### config.mk
export PLATFORM = sky130hd
export DESIGN_NAME = sprite_unit
export DESIGN_NICKNAME = d
export VERILOG_FILES = /design/src/rtl/ppu_pkg.sv /design/src/rtl/oam_ram.sv /design/src/rtl/scan_timing.sv /design/src/rtl/sec_oam.sv /design/src/rtl/sp_eval.sv /design/src/rtl/sprite_unit.sv
export SDC_FILE = /design/constraint.sdc
export NUM_CORES = 2
export LEC_CHECK = 0
export ABC_CLOCK_PERIOD_IN_PS = 4650
export BUFFER_PORTS_ARGS = -buffer_cell sky130_fd_sc_hd__buf_2
export CAP_MARGIN = 0
export CELL_PAD_IN_SITES_DETAIL_PLACEMENT = 1
export CELL_PAD_IN_SITES_GLOBAL_PLACEMENT = 1
export CORE_MARGIN = 2
export CORE_UTILIZATION = 29
export DETAILED_ROUTE_END_ITERATION = 12
export GPL_ROUTABILITY_DRIVEN = 0
export GPL_TIMING_DRIVEN = 0
export MAX_ROUTING_LAYER = met4
export PLACE_DENSITY = 0.5
export SLEW_MARGIN = 20
export SYNTH_ARGS = -nofsm -noshare
export SYNTH_HDL_FRONTEND = slang
export SYNTH_SLANG_ARGS = --single-unit
### constraint.sdc
create_clock -name clk -period 4.65 [get_ports clk]
set_clock_uncertainty 0.2 [all_clocks]
set_input_delay 0.6975 -clock clk [delete_from_list [all_inputs] [get_ports clk]]
set_output_delay 0.6975 -clock clk [all_outputs]
set_load 0.1 [all_outputs]
### src/rtl/ppu_pkg.sv
package ppu_pkg;

    // scanline and dot counters
    typedef logic [8:0] row_t;
    typedef logic [8:0] col_t;

    // primary object memory
    typedef logic [7:0] oam_addr_t;
    typedef logic [7:0] oam_byte_t;

    // one sprite as stored in object memory, y byte first
    typedef struct packed {
        oam_byte_t y_pos;
        oam_byte_t tile_idx;
        oam_byte_t attribute;
        oam_byte_t x_pos;
    } sprite_t;

    // secondary object memory
    typedef logic [2:0] sec_idx_t;
    typedef logic [3:0] sec_count_t;

    // horizontal phase within a line
    typedef enum logic [2:0] {
        IDLE_CYC,
        SL_PRE_CYC,
        SP_PRE_CYC,
        TL_PRE_CYC,
        GARB_CYC
    } hs_state_t;

    localparam row_t LAST_ROW       = 9'd261;
    localparam col_t LAST_COL       = 9'd340;
    localparam row_t VISIBLE_ROWS   = 9'd240;
    localparam row_t PRE_RENDER_ROW = 9'd261;
    localparam row_t SPRITE_HEIGHT  = 9'd8;

endpackage

### src/rtl/oam_ram.sv
`timescale 1ns/1ns

module oam_ram (
    input  logic                clk,
    input  logic                wr,
    input  ppu_pkg::oam_addr_t  wr_addr,
    input  ppu_pkg::oam_byte_t  wr_data,
    input  ppu_pkg::oam_addr_t  rd_addr,
    output ppu_pkg::oam_byte_t  rd_data
);

    // 64 sprites, four bytes each
    ppu_pkg::oam_byte_t mem [256];

    // cpu side, not tied to the ppu enable
    always_ff @(posedge clk) begin
        if (wr) begin
            mem[wr_addr] <= wr_data;
        end
    end

    // evaluator reads the byte for the current dot
    assign rd_data = mem[rd_addr];

endmodule

### src/rtl/scan_timing.sv
`timescale 1ns/1ns

module scan_timing (
    input  logic              clk,
    input  logic              rst_n,
    input  logic              clk_en,
    output ppu_pkg::row_t     row,
    output ppu_pkg::col_t     col,
    output ppu_pkg::hs_state_t hs_state
);

    logic rendering;

    // dot and line counters at the ppu rate
    always_ff @(posedge clk or negedge rst_n) begin
        if (!rst_n) begin
            row <= '0;
            col <= '0;
        end else if (clk_en) begin
            if (col == ppu_pkg::LAST_COL) begin
                col <= '0;
                if (row == ppu_pkg::LAST_ROW) begin
                    row <= '0;
                end else begin
                    row <= row + 1'b1;
                end
            end else begin
                col <= col + 1'b1;
            end
        end
    end

    // visible lines plus the pre-render line
    assign rendering = (row < ppu_pkg::VISIBLE_ROWS) || (row == ppu_pkg::PRE_RENDER_ROW);

    always_comb begin
        if (!rendering) begin
            hs_state = ppu_pkg::IDLE_CYC;
        end else if (col < 9'd256) begin
            hs_state = ppu_pkg::SL_PRE_CYC;
        end else if (col < 9'd320) begin
            hs_state = ppu_pkg::SP_PRE_CYC;
        end else if (col < 9'd336) begin
            hs_state = ppu_pkg::TL_PRE_CYC;
        end else begin
            hs_state = ppu_pkg::GARB_CYC;
        end
    end

    // counters stay inside the frame
    a_col_bound: assert property (
        @(posedge clk) disable iff (!rst_n)
        (col <= ppu_pkg::LAST_COL) && (row <= ppu_pkg::LAST_ROW)
    );

endmodule

### src/rtl/sec_oam.sv
`timescale 1ns/1ns

module sec_oam #(
    parameter int SEC_ENTRIES = 8
) (
    input  logic                 clk,
    input  logic                 rst_n,
    input  logic                 clk_en,
    input  logic                 clr,
    input  logic                 wr,
    input  ppu_pkg::sprite_t     wr_data,
    input  ppu_pkg::sec_idx_t    rd_idx,
    output ppu_pkg::sprite_t     rd_data,
    output ppu_pkg::sec_count_t  count,
    output logic                 overflow
);

    ppu_pkg::sprite_t entries [SEC_ENTRIES];
    logic             has_room;

    assign has_room = count < ppu_pkg::sec_count_t'(SEC_ENTRIES);

    always_ff @(posedge clk or negedge rst_n) begin
        if (!rst_n) begin
            for (int i = 0; i < SEC_ENTRIES; i++) begin
                entries[i] <= '1;
            end
            count    <= '0;
            overflow <= 1'b0;
        end else if (clk_en) begin
            if (clr) begin
                // empty slots read back as all ones
                for (int i = 0; i < SEC_ENTRIES; i++) begin
                    entries[i] <= '1;
                end
                count    <= '0;
                overflow <= 1'b0;
            end else if (wr) begin
                if (has_room) begin
                    entries[ppu_pkg::sec_idx_t'(count)] <= wr_data;
                    count <= count + 1'b1;
                end else begin
                    // ninth match and later are dropped
                    overflow <= 1'b1;
                end
            end
        end
    end

    assign rd_data = entries[rd_idx];

    // clear comes at dot 340, appends only during evaluation
    a_clr_wr_excl: assert property (
        @(posedge clk) disable iff (!rst_n)
        clk_en |-> !(clr && wr)
    );

endmodule

### src/rtl/sp_eval.sv
`timescale 1ns/1ns

module sp_eval (
    input  logic                clk,
    input  logic                rst_n,
    input  logic                clk_en,
    input  ppu_pkg::row_t       row,
    input  ppu_pkg::col_t       col,
    input  ppu_pkg::hs_state_t  hs_state,
    output ppu_pkg::oam_addr_t  oam_addr,
    input  ppu_pkg::oam_byte_t  oam_data,
    output logic                sec_clr,
    output logic                sec_wr,
    output ppu_pkg::sprite_t    sec_wr_data
);

    ppu_pkg::row_t    target_line;
    ppu_pkg::row_t    y_diff;
    logic             in_range;
    logic             evaluating;
    logic             hit;
    ppu_pkg::sprite_t stage;

    // sprite col/4, byte col mod 4
    assign oam_addr = col[7:0];

    assign evaluating = (hs_state == ppu_pkg::SL_PRE_CYC);

    // evaluation looks one line ahead, pre-render feeds line 0
    assign target_line = (row == ppu_pkg::PRE_RENDER_ROW) ? '0 : row + 1'b1;

    // negative differences wrap high and fail the compare
    assign y_diff   = target_line - {1'b0, oam_data};
    assign in_range = y_diff < ppu_pkg::SPRITE_HEIGHT;

    always_ff @(posedge clk or negedge rst_n) begin
        if (!rst_n) begin
            hit <= 1'b0;
        end else if (clk_en) begin
            if (!evaluating) begin
                hit <= 1'b0;
            end else if (col[1:0] == 2'd0) begin
                hit <= in_range;
            end
        end
    end

    // staging record
    always_ff @(posedge clk) begin
        if (clk_en && evaluating) begin
            unique case (col[1:0])
                2'd0: stage.y_pos <= oam_data;
                2'd1: if (hit) stage.tile_idx  <= oam_data;
                2'd2: if (hit) stage.attribute <= oam_data;
                2'd3: if (hit) stage.x_pos     <= oam_data;
            endcase
        end
    end

    // x byte goes straight through so the append lands on byte 3
    always_comb begin
        sec_wr_data       = stage;
        sec_wr_data.x_pos = oam_data;
    end

    assign sec_wr = evaluating && (col[1:0] == 2'd3) && hit;

    // end-of-line clear on rendering rows
    assign sec_clr = (hs_state == ppu_pkg::GARB_CYC) && (col == ppu_pkg::LAST_COL);

    // appends only on the last byte of a sprite slot
    a_wr_slot: assert property (
        @(posedge clk) disable iff (!rst_n)
        sec_wr |-> (hs_state == ppu_pkg::SL_PRE_CYC && col[1:0] == 2'd3)
    );

endmodule

### src/rtl/sprite_unit.sv
`timescale 1ns/1ns

module sprite_unit #(
    parameter int SEC_ENTRIES = 8
) (
    input  logic                 clk,
    input  logic                 rst_n,
    input  logic                 clk_en,
    input  logic                 oam_wr,
    input  ppu_pkg::oam_addr_t   oam_wr_addr,
    input  ppu_pkg::oam_byte_t   oam_wr_data,
    input  ppu_pkg::sec_idx_t    sec_rd_idx,
    output ppu_pkg::sprite_t     sec_rd_data,
    output ppu_pkg::sec_count_t  sprite_count,
    output logic                 sprite_overflow,
    output ppu_pkg::row_t        row,
    output ppu_pkg::col_t        col
);

    ppu_pkg::hs_state_t hs_state;
    ppu_pkg::oam_addr_t oam_addr;
    ppu_pkg::oam_byte_t oam_data;
    logic               sec_clr;
    logic               sec_wr;
    ppu_pkg::sprite_t   sec_wr_data;

    scan_timing u_timing (
        .clk      (clk),
        .rst_n    (rst_n),
        .clk_en   (clk_en),
        .row      (row),
        .col      (col),
        .hs_state (hs_state)
    );

    oam_ram u_oam (
        .clk     (clk),
        .wr      (oam_wr),
        .wr_addr (oam_wr_addr),
        .wr_data (oam_wr_data),
        .rd_addr (oam_addr),
        .rd_data (oam_data)
    );

    sp_eval u_eval (
        .clk         (clk),
        .rst_n       (rst_n),
        .clk_en      (clk_en),
        .row         (row),
        .col         (col),
        .hs_state    (hs_state),
        .oam_addr    (oam_addr),
        .oam_data    (oam_data),
        .sec_clr     (sec_clr),
        .sec_wr      (sec_wr),
        .sec_wr_data (sec_wr_data)
    );

    sec_oam #(
        .SEC_ENTRIES (SEC_ENTRIES)
    ) u_sec_oam (
        .clk      (clk),
        .rst_n    (rst_n),
        .clk_en   (clk_en),
        .clr      (sec_clr),
        .wr       (sec_wr),
        .wr_data  (sec_wr_data),
        .rd_idx   (sec_rd_idx),
        .rd_data  (sec_rd_data),
        .count    (sprite_count),
        .overflow (sprite_overflow)
    );

endmodule

==> flow_summary.json <==
{
  "core_area_mm2": 0.321,
  "worstSkewPairLatency_ns": 0.87,
  "cp-end-kind": "register",
  "final_area_mm2": 0.113,
  "post-dp-hpwl_mm": 232,
  "antenna_found_initial": 26,
  "synth_fp_nets": 4710,
  "slew_headroom_pct": 20.2,
  "cts_sinks": 2352,
  "cts_max_level": 5,
  "root_buffer": "clkbuf_16",
  "avgSynthCellArea_um2": 20.1,
  "synthesis.area_mm2": 0.0937,
  "cp-start-kind": "register",
  "synth_compound_area_share_pct": 2.22,
  "rows": 208,
  "synthXorXnorAreaFrac_pct": 0.168,
  "muxShareOfSynthArea_pct": 17.5,
  "synth-simple-area-share_pct": 4.01,
  "drc": 0,
  "clkTransAtPathRegs_ns": 0.06,
  "hold_ws_ns": 0.0741,
  "yosysWarningCount": 0,
  "post_synth_main_area_contributors": "edfxtp_1, mux4_2, dfstp_2",
  "maxCapViolations": 0,
  "start_util_pct": 29.2,
  "syn_to_final_growth_pct": 20.6,
  "yosys.area.top_type_share_pct": 66.4,
  "cp_slowest_cell": "mux4_2",
  "dieArea_mm2": 0.328,
  "cp.arrival_ns": 5.94,
  "vias": 51300,
  "ys_types": 72,
  "final_common_cell": "edfxtp_1",
  "nNetsFinal": 5226,
  "yosys_most_used_dff": "edfxtp_1",
  "antenna_left": 0,
  "synthCells": 4673,
  "wirelength_mm": 351,
  "finalHoldViolCount": 0,
  "tightest_slew_ns": 1.19,
  "clockBufferDepth": 4,
  "critPathRequiredTime_ns": 5.21,
  "die_h_um": 572,
  "grt_max_degree": 133,
  "numCtsBuffers": 269,
  "fin_util_pct": 35.2,
  "grt.overflow.total": 0,
  "finalNonFillerCells": 9701,
  "cp_max_fo": 6,
  "drv_slew": 0,
  "power_uw": 62200,
  "ir_worst_vdd_mv": 0.316,
  "fin_crit_sh_pct": 116,
  "post_drt_wl_per_cell_um": 36.2,
  "rsz0062_at_grt": "yes",
  "finalSetupViolCount": 1,
  "ys_ff_latch": 2352,
  "r2r_slack_ns": -0.73,
  "cellPowerDensity_mw_per_mm2": 551,
  "fin_crit_ns": 5.38,
  "fmax_mhz": 186,
  "max_stage_delay_ns": 0.65,
  "grt_pass1_wl_mm": 470,
  "viasPerCell": 5.28,
  "holdCritPathClass": "input port to register",
  "status": "finished, violations left",
  "synthArstFlopShare_pct": 11.9,
  "synthAdderAreaFrac_pct": 0.187,
  "crit_path_cell_trace": "buf_12 > buf_16 > buf_16 > buf_16 > buf_12 > mux4_2 > mux4_2 > mux4_2 > or2_4 > o311ai_4 > buf_12 > ha_4 > a21oi_4 > o21ai_4 > a221o_1 > a2111o_1 > o21ai_1 > a32o_1",
  "seq_area_frac_synth_pct": 74.2,
  "synth_edf_count": 2072,
  "placed_cell_area_mm2": 0.101,
  "boundaryPins": 78,
  "layout_common_cells": "edfxtp_1, mux4_2, nand2_1, clkbuf_16, nor2_1",
  "dpl.cell_count": 9091,
  "synth_top_area_cell": "edfxtp_1",
  "path_class": "register to register",
  "grt_pass1_vias": 52200,
  "grt_use_total_pct": 21.8,
  "violations": "negative setup slack",
  "cellLeakagePower_uw": 0.0362,
  "drt-initial-drc-count": 5902,
  "cts_tree": "yes",
  "synth_top_family_by_area": "multiplexers",
  "drive_above_1_share_pct": 36.5,
  "io_buffers": 69,
  "die_w_um": 572,
  "drt_first_pass_iters": 5,
  "worst_slack_ns": -0.731
}
## Yosys cell counts (all sizes together) (8+ instances only)
library cell	number
edfxtp	2072
mux4	692
nand2	349
nor2	316
dfstp	256
clkbuf	196
nand3	147
buf	129
o22a	64
o21ai	54
o211ai	51
mux2	43
mux2i	36
a21oi	30
dfrtp	24
inv	20
a22oi	18
nor2b	15
ha	14
nor3	12
o221ai	10
xor2	10
nand4	9
xnor2	8
## area by class of cell
type                            instances  area, um2
Tap cell                             4305       5390
Inverter                               22       86.3
Buffer                                316       3310
Sequential cell                      2352      69600
Fill cell                           31500     208000
Clock inverter                        113       1090
Antenna cell                           16       40.0
Clock buffer                          349       7290
Multi-Input combinational cell       1974      23200
Timing Repair Buffer                  254       3040
## cells by family (layout without fill, tap and decap cells)
kind of cell	Yosys count	in the layout
flops	2352	2352
simple gates	891	891
mux	771	771
buf+inv	347	1054
compound gates	280	280
xor+xnor	18	18
fa+ha+maj	14	14
other cells	0	16
## power by group
group | leakage (uW) | total, uW | switching (uW) | internal, uW
Clock | 0.00409 | 20900 | 8790 | 12100
Combinational | 0.0105 | 17800 | 11300 | 6440
Sequential | 0.0216 | 23600 | 211 | 23400
Total | 0.0362 | 62200 | 20300 | 41900
## worst paths after layout
check,startpoint,end,depth (start not counted)
hold reg to reg,u_sec_oam.entries[148]$_DFFE_PN1P_,u_sec_oam.entries[148]$_DFFE_PN1P_,2
max in group asynchronous,rst_n,u_timing.col[2]$_DFFE_PN0P_,4
setup reg to reg,u_timing.col[0]$_DFFE_PN0P_,u_eval.hit$_DFFE_PN0P_,18
min in group asynchronous,rst_n,u_timing.row[5]$_DFFE_PN0P_,2
hold / removal,oam_wr_data[7],u_oam.mem[231][7]$_DFFE_PP_,1
setup / recovery,u_timing.col[0]$_DFFE_PN0P_,u_eval.hit$_DFFE_PN0P_,18
## flip-flops by register name, summed over array words and instances (netlist names)
name and count:
u_timing.row 9, u_sec_oam.overflow 1, u_eval.hit 1, u_eval.sec_wr_data 24, u_oam.mem 2048, u_sec_oam.entries 256, u_timing.col 9, u_sec_oam.count 4
## layer usage
layer,track usage (%),up-vias,part of all wire [%]
met5,-,-,0
li1,-,20100,-
met3,3.26,499,6.7
met1,29.2,28600,42
met4,6.22,0,3.4
met2,34.6,2012,48
## stage by stage
stage	setup TNS (ns)	worst slack, ns
after floorplan	-0.102	-0.102
after global placement	-2489.98	-3.90
after detailed placement	-682.35	-2.90
after CTS	-31.45	-0.669
after global routing	-0.761	-0.761
final	-0.731	-0.731
## critical path, delay by kind of cell (launching register included)
family                     cells  cell delay [ns]
buffers and inverters          6             1.02
AOI/OAI and AO/OA              7             1.19
adders and majority gates      1             0.22
and+or+nand+nor                1             0.30
muxes                          3             1.75
DFF                            1             0.50
## timing repair
action,in CTS,in global routing
pin swaps,18,10
gates cloned,5,2
gates resized for setup,410,63
endpoints found under the hold margin,52,0
hold buffers,2,0
setup endpoints to repair,316,241
buffers inserted,88,44
No activity file was read; power rests on OpenSTA's default activity.
